===== config.mk =====
export PLATFORM = sky130hd
export DESIGN_NAME = fetch_top
export DESIGN_NICKNAME = d
export VERILOG_FILES = /design/src/fetch_pkg.sv /design/src/fetch_top.sv /design/src/fetch_decode.sv /design/src/fetch_prefetch.sv /design/src/fetch_imem.sv
export SDC_FILE = /design/constraint.sdc
export NUM_CORES = 1
export LEC_CHECK = 0
export BUFFER_PORTS_ARGS = -buffer_cell sky130_fd_sc_hd__buf_2
export CAP_MARGIN = 40
export CORE_MARGIN = 2
export CORE_UTILIZATION = 45
export CTS_CLUSTER_DIAMETER = 150
export DETAILED_ROUTE_END_ITERATION = 10
export PLACE_DENSITY_LB_ADDON = 0.1
export REMOVE_ABC_BUFFERS = 1
export SLEW_MARGIN = 20
export SYNTH_ARGS = -nofsm -noshare
export SYNTH_HDL_FRONTEND = slang
export SYNTH_SLANG_ARGS = --single-unit
export TNS_END_PERCENT = 5

===== constraint.sdc =====
create_clock -name i_clk -period 4.95 [get_ports i_clk]
set_clock_uncertainty 0.2 [all_clocks]
set_input_delay 0.2475 -clock i_clk [delete_from_list [all_inputs] [get_ports i_clk]]
set_output_delay 0.2475 -clock i_clk [all_outputs]
set_load 0.01 [all_outputs]

===== src/program.hex =====
// four 32-bit instruction words per line, the first line starts at word 0
// top nibble is the opcode, a branch keeps its target word in bits 23 to 0
00000000 10000001 00000002 10000003
00000004 10000005 00000006 10000007
00000008 10000009 30000028 2000000b
2000000c 2000000d 2000000e 2000000f
20000010 20000011 20000012 20000013
20000014 20000015 20000016 20000017
20000018 20000019 2000001a 2000001b
2000001c 2000001d 2000001e 2000001f
20000020 20000021 20000022 20000023
20000024 20000025 20000026 20000027
10000028 10000029 1000002a 1000002b
1000002c 7000002d 0000002e 1000002f
20000030 10000031 00000032 20000033
10000034 00000035 20000036 10000037
00000038 20000039 1000003a 0000003b
2000003c 1000003d 0000003e 2000003f


===== src/fetch_pkg.sv =====
// fetch package with bus widths, instruction memory geometry, reset pc and opcodes

package fetch_pkg;

	////////////////////////////////////////////////////////////////////////////
	// bus and datapath widths
	////////////////////////////////////////////////////////////////////////////

	// word address width of the instruction bus, byte offset bits are dropped
	localparam int FETCH_AW = 30;

	// width of one instruction and of the bus data path
	localparam int FETCH_DW = 32;

	// first word address fetched once reset is released
	localparam logic [FETCH_AW-1:0] FETCH_RESET_PC = '0;

	////////////////////////////////////////////////////////////////////////////
	// instruction memory
	////////////////////////////////////////////////////////////////////////////

	// number of words in the instruction memory, higher addresses answer err
	localparam int IMEM_DEPTH = 64;

	// index width needed to address one of the IMEM_DEPTH words
	localparam int IMEM_AW = $clog2(IMEM_DEPTH);

	// cycles from the accepted strobe to the ack or err
	localparam int IMEM_WAIT = 1;

	// width of the wait counter inside the memory
	localparam int IMEM_CW = $clog2(IMEM_WAIT + 1);

	////////////////////////////////////////////////////////////////////////////
	// opcodes
	////////////////////////////////////////////////////////////////////////////

	// the opcode sits in instruction bits 31 to 28
	// any code not listed here is reported as OP_UNDEF
	typedef enum logic [3:0]
	{
		OP_NOP    = 4'h0,
		OP_ALU    = 4'h1,
		OP_LOAD   = 4'h2,
		OP_BRANCH = 4'h3,
		OP_UNDEF  = 4'hf
	} fetch_op_e;

endpackage

===== src/fetch_top.sv =====
// instruction fetch front end joining decode, prefetch and instruction memory

`timescale 1ns/1ps

module fetch_top
(
	input  logic                          i_clk,
	input  logic                          i_arst_n,
	// consumer side
	input  logic                          i_ready,
	output logic                          o_valid,
	output logic [fetch_pkg::FETCH_AW-1:0] o_pc,
	output logic [fetch_pkg::FETCH_DW-1:0] o_insn,
	output fetch_pkg::fetch_op_e          o_op,
	output logic                          o_bus_err,
	output logic                          o_illegal_op,
	// control side
	input  logic                          i_jump,
	input  logic [fetch_pkg::FETCH_AW-1:0] i_jump_pc,
	input  logic                          i_flush
);

	import fetch_pkg::*;

	////////////////////////////////////////////////////////////////////////////
	// decode to prefetch
	////////////////////////////////////////////////////////////////////////////

	logic                fetch_new_pc;
	logic                fetch_clear;
	logic                fetch_ready;
	logic [FETCH_AW-1:0] fetch_pc;
	logic                pf_valid;
	logic                pf_illegal;
	logic [FETCH_DW-1:0] pf_insn;
	logic [FETCH_AW-1:0] pf_pc;

	////////////////////////////////////////////////////////////////////////////
	// prefetch to memory, wishbone pipelined
	////////////////////////////////////////////////////////////////////////////

	logic                wb_cyc;
	logic                wb_stb;
	logic                wb_we;
	logic [FETCH_AW-1:0] wb_addr;
	logic                wb_stall;
	logic                wb_ack;
	logic                wb_err;
	logic [FETCH_DW-1:0] wb_rdata;

	fetch_decode u_decode
	(
		.i_clk         (i_clk),
		.i_arst_n      (i_arst_n),
		.i_pf_valid    (pf_valid),
		.i_pf_illegal  (pf_illegal),
		.i_pf_insn     (pf_insn),
		.i_pf_pc       (pf_pc),
		.i_ready       (i_ready),
		.i_jump        (i_jump),
		.i_flush       (i_flush),
		.i_jump_pc     (i_jump_pc),
		.o_pf_ready    (fetch_ready),
		.o_new_pc      (fetch_new_pc),
		.o_clear       (fetch_clear),
		.o_new_pc_addr (fetch_pc),
		.o_valid       (o_valid),
		.o_bus_err     (o_bus_err),
		.o_illegal_op  (o_illegal_op),
		.o_pc          (o_pc),
		.o_insn        (o_insn),
		.o_op          (o_op)
	);

	fetch_prefetch u_prefetch
	(
		.i_clk      (i_clk),
		.i_arst_n   (i_arst_n),
		.i_new_pc   (fetch_new_pc),
		.i_clear    (fetch_clear),
		.i_ready    (fetch_ready),
		.i_pc       (fetch_pc),
		.i_wb_stall (wb_stall),
		.i_wb_ack   (wb_ack),
		.i_wb_err   (wb_err),
		.i_wb_data  (wb_rdata),
		.o_valid    (pf_valid),
		.o_illegal  (pf_illegal),
		.o_insn     (pf_insn),
		.o_pc       (pf_pc),
		.o_wb_cyc   (wb_cyc),
		.o_wb_stb   (wb_stb),
		.o_wb_we    (wb_we),
		.o_wb_addr  (wb_addr)
	);

	fetch_imem u_imem
	(
		.i_clk      (i_clk),
		.i_arst_n   (i_arst_n),
		.i_wb_cyc   (wb_cyc),
		.i_wb_stb   (wb_stb),
		.i_wb_we    (wb_we),
		.i_wb_addr  (wb_addr),
		.o_wb_stall (wb_stall),
		.o_wb_ack   (wb_ack),
		.o_wb_err   (wb_err),
		.o_wb_data  (wb_rdata)
	);

endmodule


===== src/fetch_decode.sv =====
// one-entry decode register that classifies opcodes and steers the fetcher on branches, jumps and flushes

`timescale 1ns/1ps

module fetch_decode
(
	input  logic                          i_clk,
	input  logic                          i_arst_n,
	// word from the prefetch
	input  logic                          i_pf_valid,
	input  logic                          i_pf_illegal,
	input  logic [fetch_pkg::FETCH_DW-1:0] i_pf_insn,
	input  logic [fetch_pkg::FETCH_AW-1:0] i_pf_pc,
	// downstream handshake and control
	input  logic                          i_ready,
	input  logic                          i_jump,
	input  logic                          i_flush,
	input  logic [fetch_pkg::FETCH_AW-1:0] i_jump_pc,
	// steering of the prefetch
	output logic                          o_pf_ready,
	output logic                          o_new_pc,
	output logic                          o_clear,
	output logic [fetch_pkg::FETCH_AW-1:0] o_new_pc_addr,
	// decoded output
	output logic                          o_valid,
	output logic                          o_bus_err,
	output logic                          o_illegal_op,
	output logic [fetch_pkg::FETCH_AW-1:0] o_pc,
	output logic [fetch_pkg::FETCH_DW-1:0] o_insn,
	output fetch_pkg::fetch_op_e          o_op
);

	import fetch_pkg::*;

	fetch_op_e dec_op;
	logic      dec_undef;
	logic      accept;
	logic      take_branch;

	// classify the top nibble, anything unknown becomes OP_UNDEF
	always_comb
	begin
		case (i_pf_insn[31:28])
			OP_NOP:    dec_op = OP_NOP;
			OP_ALU:    dec_op = OP_ALU;
			OP_LOAD:   dec_op = OP_LOAD;
			OP_BRANCH: dec_op = OP_BRANCH;
			default:   dec_op = OP_UNDEF;
		endcase
	end

	assign dec_undef = (dec_op == OP_UNDEF);

	// a jump or flush throws away whatever would arrive, so nothing is taken
	// while one is active and the prefetch keeps its word
	assign o_pf_ready = !i_jump && !i_flush && (!o_valid || i_ready);
	assign accept     = i_pf_valid && o_pf_ready;

	// a word from a failed bus read is never treated as a branch
	assign take_branch = accept && !i_pf_illegal && (dec_op == OP_BRANCH);

	////////////////////////////////////////////////////////////////////////////
	// redirect towards the prefetch, jump wins over a branch
	////////////////////////////////////////////////////////////////////////////

	assign o_new_pc      = i_jump || take_branch;
	assign o_new_pc_addr = i_jump ? i_jump_pc : FETCH_AW'(i_pf_insn[23:0]);
	assign o_clear       = i_flush;

	////////////////////////////////////////////////////////////////////////////
	// output register
	////////////////////////////////////////////////////////////////////////////

	always_ff @(posedge i_clk or negedge i_arst_n)
	begin
		if (!i_arst_n)
			o_valid <= 1'b0;
		else if (i_jump || i_flush)
			o_valid <= 1'b0;
		else if (accept)
			o_valid <= 1'b1;
		else if (i_ready)
			o_valid <= 1'b0;
	end

	// payload only moves with a transfer, so it holds under back-pressure
	always_ff @(posedge i_clk)
	begin
		if (accept)
		begin
			o_pc         <= i_pf_pc;
			o_insn       <= i_pf_insn;
			o_op         <= dec_op;
			o_bus_err    <= i_pf_illegal;
			o_illegal_op <= dec_undef;
		end
	end

	// a stalled output item must survive until the consumer takes it
	a_hold: assert property (@(posedge i_clk) disable iff (!i_arst_n)
		o_valid && !i_ready && !i_jump && !i_flush
		|=> o_valid && $stable(o_pc) && $stable(o_insn) && $stable(o_op))
		else $error("decode: output changed while stalled");

endmodule


===== src/fetch_prefetch.sv =====
// single-outstanding wishbone instruction fetcher that walks addresses and squashes stale results

`timescale 1ns/1ps

module fetch_prefetch
(
	input  logic                          i_clk,
	input  logic                          i_arst_n,
	// redirect and handshake from the decode stage
	input  logic                          i_new_pc,
	input  logic                          i_clear,
	input  logic                          i_ready,
	input  logic [fetch_pkg::FETCH_AW-1:0] i_pc,
	// wishbone pipelined responses
	input  logic                          i_wb_stall,
	input  logic                          i_wb_ack,
	input  logic                          i_wb_err,
	input  logic [fetch_pkg::FETCH_DW-1:0] i_wb_data,
	// fetched word towards the decode stage
	output logic                          o_valid,
	output logic                          o_illegal,
	output logic [fetch_pkg::FETCH_DW-1:0] o_insn,
	output logic [fetch_pkg::FETCH_AW-1:0] o_pc,
	// wishbone pipelined master
	output logic                          o_wb_cyc,
	output logic                          o_wb_stb,
	output logic                          o_wb_we,
	output logic [fetch_pkg::FETCH_AW-1:0] o_wb_addr
);

	import fetch_pkg::*;

	// set when a redirect lands while a bus cycle is still open
	logic                invalid;
	// address of the next word to fetch once the current one is handed over
	logic [FETCH_AW-1:0] req_addr;
	logic                resp_end;
	logic                start_fetch;

	// an instruction fetcher never writes
	assign o_wb_we = 1'b0;

	// the word on the output always belongs to the last bus address
	assign o_pc = o_wb_addr;

	// ack or err closes the single outstanding request
	assign resp_end = o_wb_cyc && (i_wb_ack || i_wb_err);

	// a new cycle starts on a redirect, after a squashed response, or when
	// the output register is free or being taken this cycle
	// a bus error blocks further fetches until new_pc or clear
	assign start_fetch = !o_wb_cyc
		&& (i_new_pc || invalid || (!o_illegal && (!o_valid || i_ready)));

	////////////////////////////////////////////////////////////////////////////
	// wishbone cycle and strobe
	////////////////////////////////////////////////////////////////////////////

	always_ff @(posedge i_clk or negedge i_arst_n)
	begin
		if (!i_arst_n)
		begin
			o_wb_cyc <= 1'b0;
			o_wb_stb <= 1'b0;
		end
		else if (resp_end)
		begin
			o_wb_cyc <= 1'b0;
			o_wb_stb <= 1'b0;
		end
		else if (start_fetch)
		begin
			o_wb_cyc <= 1'b1;
			o_wb_stb <= 1'b1;
		end
		else if (o_wb_cyc && !i_wb_stall)
		begin
			// request taken by the slave, keep cyc until the response
			o_wb_stb <= 1'b0;
		end
	end

	// remember a redirect that arrived mid-cycle so the response is dropped
	always_ff @(posedge i_clk or negedge i_arst_n)
	begin
		if (!i_arst_n)
			invalid <= 1'b0;
		else if (!o_wb_cyc)
			invalid <= 1'b0;
		else if (i_new_pc || i_clear)
			invalid <= 1'b1;
	end

	////////////////////////////////////////////////////////////////////////////
	// address tracking
	////////////////////////////////////////////////////////////////////////////

	always_ff @(posedge i_clk or negedge i_arst_n)
	begin
		if (!i_arst_n)
			req_addr <= FETCH_RESET_PC;
		else if (i_new_pc)
			req_addr <= i_pc;
		else if (i_clear && o_valid)
			// the held word is thrown away, so it must be fetched again
			req_addr <= o_wb_addr;
		else if (resp_end && i_wb_ack && !i_wb_err && !invalid && !i_clear)
			req_addr <= req_addr + 1'b1;
	end

	// the bus address only moves between cycles, and not while the output
	// word still waits for the decode stage
	always_ff @(posedge i_clk or negedge i_arst_n)
	begin
		if (!i_arst_n)
			o_wb_addr <= FETCH_RESET_PC;
		else if (!o_wb_cyc)
		begin
			if (i_new_pc)
				o_wb_addr <= i_pc;
			else if (i_ready || !o_valid)
				o_wb_addr <= req_addr;
		end
	end

	////////////////////////////////////////////////////////////////////////////
	// output word and flags
	////////////////////////////////////////////////////////////////////////////

	always_ff @(posedge i_clk)
	begin
		if (resp_end && i_wb_ack)
			o_insn <= i_wb_data;
	end

	// o_illegal stays set after the word is taken, which is what holds off
	// the next fetch after a bus error
	always_ff @(posedge i_clk or negedge i_arst_n)
	begin
		if (!i_arst_n)
		begin
			o_valid   <= 1'b0;
			o_illegal <= 1'b0;
		end
		else if (i_new_pc || i_clear)
		begin
			o_valid   <= 1'b0;
			o_illegal <= 1'b0;
		end
		else if (resp_end)
		begin
			o_valid   <= !invalid;
			o_illegal <= i_wb_err && !invalid;
		end
		else if (i_ready)
			o_valid <= 1'b0;
	end

	// address may not move inside a bus cycle
	a_addr_stable: assert property (@(posedge i_clk) disable iff (!i_arst_n)
		o_wb_cyc |=> !o_wb_cyc || $stable(o_wb_addr))
		else $error("prefetch: wb address changed during an open cycle");

	// a new fetch only starts once the held word has been handed over
	a_valid_excl_cyc: assert property (@(posedge i_clk) disable iff (!i_arst_n)
		!(o_valid && o_wb_cyc))
		else $error("prefetch: output valid during an open bus cycle");

endmodule


===== src/fetch_imem.sv =====
// read-only wishbone pipelined instruction memory with a fixed wait and out-of-range errors

`timescale 1ns/1ps

module fetch_imem
(
	input  logic                          i_clk,
	input  logic                          i_arst_n,
	input  logic                          i_wb_cyc,
	input  logic                          i_wb_stb,
	input  logic                          i_wb_we,
	input  logic [fetch_pkg::FETCH_AW-1:0] i_wb_addr,
	output logic                          o_wb_stall,
	output logic                          o_wb_ack,
	output logic                          o_wb_err,
	output logic [fetch_pkg::FETCH_DW-1:0] o_wb_data
);

	import fetch_pkg::*;

	logic [FETCH_DW-1:0] mem [IMEM_DEPTH];
	logic                accept;
	logic                in_range;
	logic [IMEM_CW-1:0]  wait_cnt;
	// good read pending, otherwise the pending response is an err
	logic                resp_ok;

	// image is shared with the testbench reference model
	initial
	begin
		$readmemh("/design/src/program.hex", mem);
	end

	assign accept   = i_wb_cyc && i_wb_stb && !o_wb_stall;
	assign in_range = (i_wb_addr < FETCH_AW'(IMEM_DEPTH));

	// busy from the accepted strobe up to and including the response cycle
	always_ff @(posedge i_clk or negedge i_arst_n)
	begin
		if (!i_arst_n)
		begin
			wait_cnt <= '0;
			resp_ok  <= 1'b0;
		end
		else if (!i_wb_cyc)
			// master dropped the cycle, abandon any pending answer
			wait_cnt <= '0;
		else if (accept)
		begin
			wait_cnt <= IMEM_CW'(IMEM_WAIT);
			resp_ok  <= in_range && !i_wb_we;
		end
		else if (wait_cnt != '0)
			wait_cnt <= wait_cnt - 1'b1;
	end

	// the read happens on acceptance, the index wraps for bad addresses
	// but then the data is never acked
	always_ff @(posedge i_clk)
	begin
		if (accept)
			o_wb_data <= mem[i_wb_addr[IMEM_AW-1:0]];
	end

	assign o_wb_stall = (wait_cnt != '0);
	assign o_wb_ack   = (wait_cnt == IMEM_CW'(1)) && resp_ok;
	assign o_wb_err   = (wait_cnt == IMEM_CW'(1)) && !resp_ok;

endmodule


# After elaboration in Yosys (flattened, before gate mapping)
# Cells that the tools add are included.
dict set report totals {
  ff_bits 200
  in_bits 35
}
dict set report op_classes {
  n_eq_ne 6
  muxes 25
  n_lt_le_gt_ge 1
  n_reduce_logical 47
  n_addsub 2
  n_bitwise 1
}
# cell n
set op_table {}
lappend op_table {{2-to-1 mux 30 bit} 6}
lappend op_table {{adder 30 x 1 -> 30 bit, second input constant} 1}
lappend op_table {{< comparator 30 x 7 -> 1 bit, second input constant} 1}
lappend op_table {{logical AND 1 bit} 19}
lappend op_table {{2-to-1 mux 1 bit} 18}
lappend op_table {{case mux 4 bit (4 select lines)} 1}
lappend op_table {{== test 4 x 2 -> 1 bit, second input constant} 3}
lappend op_table {{nonzero test 3 bit} 4}
lappend op_table {{logical NOT 1 bit} 10}
lappend op_table {{logical OR 1 bit} 8}
lappend op_table {{nonzero test 2 bit} 3}
lappend op_table {{== test 4 x 1 -> 1 bit, second input constant} 1}
lappend op_table {{== test 4 bit, second input constant} 1}
lappend op_table {{logical NOT 4 bit} 1}
lappend op_table {{AND reduction 2 bit} 2}
lappend op_table {{inequality test 2 bit, second input constant} 1}
lappend op_table {{NOT 1 bit} 1}
lappend op_table {{subtractor 1 bit, second input constant} 1}

# Longest topological paths before layout
dict set report depth {
  ltp_word 12
  mapped_depth 7
}

# By module
# A second synthesis with hierarchy kept.
dict set report hier_totals {
  hier_cells 662
  hier_area_um2 7925.1
}
# module cells_per_inst area_per_inst_um2 instances
set modules_own_cells {}
lappend modules_own_cells {fetch_prefetch 497 4963.5 1}
lappend modules_own_cells {fetch_decode 115 2557.5 1}
lappend modules_own_cells {fetch_imem 50 404.1 1}

# Least setup slack after synthesis
# OpenSTA, ideal clock, no wires.
dict set report synth_path {
  kind {input port to flip-flop}
  from {in i_jump}
  to {reg u_decode.o_bus_err, enable pin}
  required_time_ns 4.242
  path_slack_ns 0.047
  arrival_time_ns 4.195
  setup_time_ns 0.508
  path_buffers 3
  path_stages 4
  path_cell_list {clkbuf_1 -> clkbuf_1 -> clkbuf_1 -> nor4b_1}
}
dict set report synth_via {
  elab_chain_cells 4
}
# item line_no
set synth_rtl {}
lappend synth_rtl {{start: declaration} fetch_top.sv:18} ;# input logic i_jump,
lappend synth_rtl {{logical NOT 1 bit} fetch_decode.sv:56} ;# assign o_pf_ready = !i_jump && !i_flush && (!o_valid || i_ready);
lappend synth_rtl {{logical AND 1 bit (2 in a row)} fetch_decode.sv:56}
lappend synth_rtl {{logical AND 1 bit} fetch_decode.sv:57} ;# assign accept = i_pf_valid && o_pf_ready;
lappend synth_rtl {{named net u_decode.accept} fetch_decode.sv:37} ;# logic accept;
lappend synth_rtl {{end signal: assignment} fetch_decode.sv:94} ;# o_bus_err <= i_pf_illegal;
lappend synth_rtl {{end: declaration} fetch_decode.sv:26} ;# output logic o_bus_err,
# The timed path passes the listed nets, and every way through them passes these cells.
# A chain may end at the register's enable or synchronous reset.

# Final worst setup path
dict set report layout_path {
  from {in i_flush}
  to {reg u_prefetch.req_addr[14]}
}
dict set report layout_via {
  elab_chain_cells 8
  word_cells_on_any_way 12
  cone_classes {2 x mux; 10 x reduce/logical}
}
# item line_no
set layout_rtl {}
lappend layout_rtl {{start: declaration} fetch_top.sv:20} ;# input logic i_flush
lappend layout_rtl {{logical NOT 1 bit} {fetch_decode.sv:56, fetch_prefetch.sv:107}}
lappend layout_rtl {{logical AND 1 bit (2 in a row)} fetch_decode.sv:56}
lappend layout_rtl {{logical AND 1 bit} fetch_decode.sv:57}
lappend layout_rtl {{logical AND 1 bit (2 in a row)} fetch_decode.sv:60} ;# assign take_branch = accept && !i_pf_illegal && (dec_op == OP_BRANCH);
lappend layout_rtl {{logical OR 1 bit} fetch_decode.sv:66} ;# assign o_new_pc = i_jump || take_branch;
lappend layout_rtl {{nonzero test 3 bit (no line) / 2-to-1 mux 30 bit (equally long branches)} n/a}
lappend layout_rtl {{end signal: assignment} fetch_prefetch.sv:103} ;# req_addr <= i_pc;
lappend layout_rtl {{end signal: assignment} fetch_prefetch.sv:106} ;# req_addr <= o_wb_addr;
lappend layout_rtl {{end signal: assignment} fetch_prefetch.sv:108} ;# req_addr <= req_addr + 1'b1;
lappend layout_rtl {{end: declaration} fetch_prefetch.sv:36} ;# logic [FETCH_AW-1:0] req_addr;
# Parallel ways exist; a longest one is shown, timed or not.

==> metrics.txt <==
Nets=between 600 and 700; CP startpoint=i_flush; total power=~1900 µW; area leader, netlist=dfrtp_1; TNS Setup=0 ns; Die Height=~110 µm; number of CTS-inserted buffers=9; Hold Buf Count CTS=13; Worst Tran Pin Value=~0.8 ns; FF+latch count, synth=99; Hold EP=u_prefetch.req_addr[28]; I/O pins=between 100 and 150; global-route met3 utilization=0.03865; Setup crit end kind=flip-flop; crit-path max cell delay=0.73 ns; global route total overflow=0; R2R Path End=u_prefetch.req_addr[14]; Root Driver=clkbuf_16; cts repair resizes=0; post-synthesis async set-or-reset flop share=0.6869; RSZ-0062 raised after global routing=no; r2r startpoint=u_prefetch.o_valid; pre-CTS setup slack=about 2.4 ns; Synth Cell Area=about 5200 µm²; num rows=39; Mapped Cells=slightly above 500; drt pass-1 iters=5; Hold Path Depth=3; final number of setup-violating endpoints=0; Port Buf Inserts=66; first-pass GRT wire length=20820 µm; antenna violations before repair=0; Clock transition at path regs=around 0.070 ns; R2R depth=6; Final Max Tran Viols=0; full die area=roughly 12000 µm²; Clk Latency, worst-skew pair=around 0.34 ns; Die Wd=around 110 µm; Max Cap Viol=0; Core Region=11370 µm²; fraction of layout cells with a size suffix above 1=0.1757; initial core utilization=0.4593; critical-path maximum fanout=26; top cell type's share of synthesized area=0.3258; Vias=around 4000; VDD IR max=about 140 µV; Max Root-Sink Buffers=2; DPL Wire Length=roughly 8500 µm; DRC Markers=0; Syn Area/Cell=a little over 10 µm²; Highest Clock Rate=between 300 and 400 MHz; final hold violations=0; routability cong.=0.8323; vias in the first global route=4037; Req. time, crit path=between 4 and 5 ns; CTS tree=done; final setup margin=around 2.2 ns; PwrDens=roughly 320 nW/µm²; Max stage delay cell, worst path=nor2_1; 1st-iter DRT viols=roughly 240; Pleak=around 0.0027 µW; DR vias/cell=about 5.5; min-delay src=i_jump_pc[28]; Global Route Usage Sum=0.2098; Top Usage Layer GRT=met2; Setup CP Type=in2reg; Unique masters post-synth=a little under 60; top post-synthesis cells by area=dfrtp_1 (33%), edfxtp_1 (18%), buf_4 (5.3%); grt met1 use=0.2954; slew margin rel.=0.4626; Final Cycle Share=0.5607; critical path, cell by cell=dlygate4sd3_1 > buf_2 > nand2_1 > buf_4 > nand2_1 > nor2_1 > nor2_1 > o22a_2; register area share after synthesis=0.5041; number of diodes=0; htree depth=3; GR Util met2=0.3297; WL final=between 10000 and 15000 µm; Tightest Hold Check Type=in2reg; drt wl/cell=approximately 17 µm; FILL cells=approximately 1100; area growth from synthesis to layout=15.17%; Post-CTS Setup Bufs=0; Sink Count=99; status=finished clean; Main synth FF type=dfrtp_1; post-route minimum period=2.775 ns; Post-synth EDFFs=31; CP arrival=approximately 2.8 ns; type of origin of the critical path=primary input; largest net degree at the start of global routing=77; Antenna Violating Nets Remaining=0; Synthesis Warnings=0; Reg2Reg Setup Slack=roughly 2.4 ns
layout by cell type (no fill, tap or decap), drive strengths merged, types with 6 or more instances in the layout:
master	netlist	layout
buf	49	77
dfrtp	68	68
nand2	62	62
o21ai	44	44
conb	1	37
nor2	32	32
edfxtp	31	31
a21oi	25	25
mux2i	21	21
nand3	15	15
dlygate4sd3	0	13
nor3	11	11
nand4	11	11
clkbuf	18	11
xor2	10	10
nor4	10	10
a21boi	9	9
a31oi	9	9
a22oi	8	8
a211oi	6	6
o21a	6	6
o221ai	6	6
a2bb2oi	6	6
and3	6	6
metal layers:
layer  wire, µm  part of all wire
met4        210             0.016
met2       5952              0.46
met1       5932              0.46
met3        743             0.058
met5          0                 0
power by group:
group | leakage (µW) | total, µW | internal (µW) | switching, µW
Combinational | 0.00138 | 214 | 95.5 | 119
Clock | 0.000147 | 706 | 404 | 302
Sequential | 0.00113 | 1010 | 918 | 87.6
Total | 0.00265 | 1930 | 1420 | 508
state kept, by name, indices dropped and copies added, names as in the netlist:
signal / cells
u_decode.o_bus_err: 1
u_decode.o_pc: 30
u_prefetch.o_wb_stb: 1
u_prefetch.invalid: 1
u_prefetch.o_valid: 1
u_prefetch.o_illegal: 1
u_prefetch.o_wb_cyc: 1
u_imem.o_wb_stall: 1
u_prefetch.req_addr: 30
u_decode.o_valid: 1
u_prefetch.o_pc: 30
u_imem.resp_ok: 1
final cells by class:
cell class | count | area, µm² | area share
clock buffer | 11 | 242.7 | 0.04036
inverter | 5 | 18.77 | 0.003120
tap | 143 | 178.9 | 0.02975
sequential | 99 | 2633 | 0.4377
timing repair buffer | 90 | 575.6 | 0.09569
clock inverter | 5 | 52.55 | 0.008737
multi-input combinational | 382 | 2313 | 0.3846
cell usage after synthesis (all sizes together) (4+ instances only):
| library cell | n |
|---|---|
| o22a | 5 |
| a21oi | 25 |
| xor2 | 10 |
| mux2i | 21 |
| a211oi | 6 |
| a22o | 5 |
| and2 | 4 |
| xnor2 | 5 |
| a31oi | 9 |
| o221ai | 6 |
| and3 | 6 |
| edfxtp | 31 |
| nor4 | 10 |
| buf | 49 |
| nand3 | 15 |
| nor3 | 11 |
| and4 | 4 |
| nand4 | 11 |
| inv | 5 |
| a21boi | 9 |
| o21a | 6 |
| nor2 | 32 |
| clkbuf | 18 |
| dfrtp | 68 |
| nand2 | 62 |
| o21ai | 44 |
| a2bb2oi | 6 |
| a22oi | 8 |
cell families after synthesis:
family                     Yosys count  share of synthesized area
AOI/OAI and AO/OA                  140                     0.1742
xor gates and xnor gates            15                    0.02515
adders and majority gates            1                   0.002395
buffers and inverters               72                    0.08002
DFF                                 99                     0.5041
muxes                               22                    0.04240
other                                1                  0.0007180
and+or+nand+nor                    167                     0.1711
stage by stage:
step	instances	hold WS, ns	utilization	instance area (µm²)
floorplan	486	-0.2481	-	4959
global placement	704	0.2643	0.4874	5542
detailed placement	705	0.01579	0.4898	5569
CTS	734	0.003355	0.5272	5995
global route	735	0.007660	0.5290	6015
finish	735	0.0004570	0.5290	6015
worst max path at each step:
stage                         endpoint
2_1_floorplan       u_decode.o_bus_err
3_3_place_gp   u_prefetch.req_addr[14]
3_5_place_dp   u_prefetch.req_addr[14]
4_1_cts        u_prefetch.req_addr[14]
5_1_grt        u_prefetch.req_addr[20]
6_report       u_prefetch.req_addr[14]
worst max-delay path: cells and delay by family:
kind	cells	cell delay (ns)
AOI/OAI and AO/OA	1	0.22
buffers and inverters	3	1.00
and+or+nand+nor	4	1.32
Note: power is estimated with default switching activity, not from simulation.
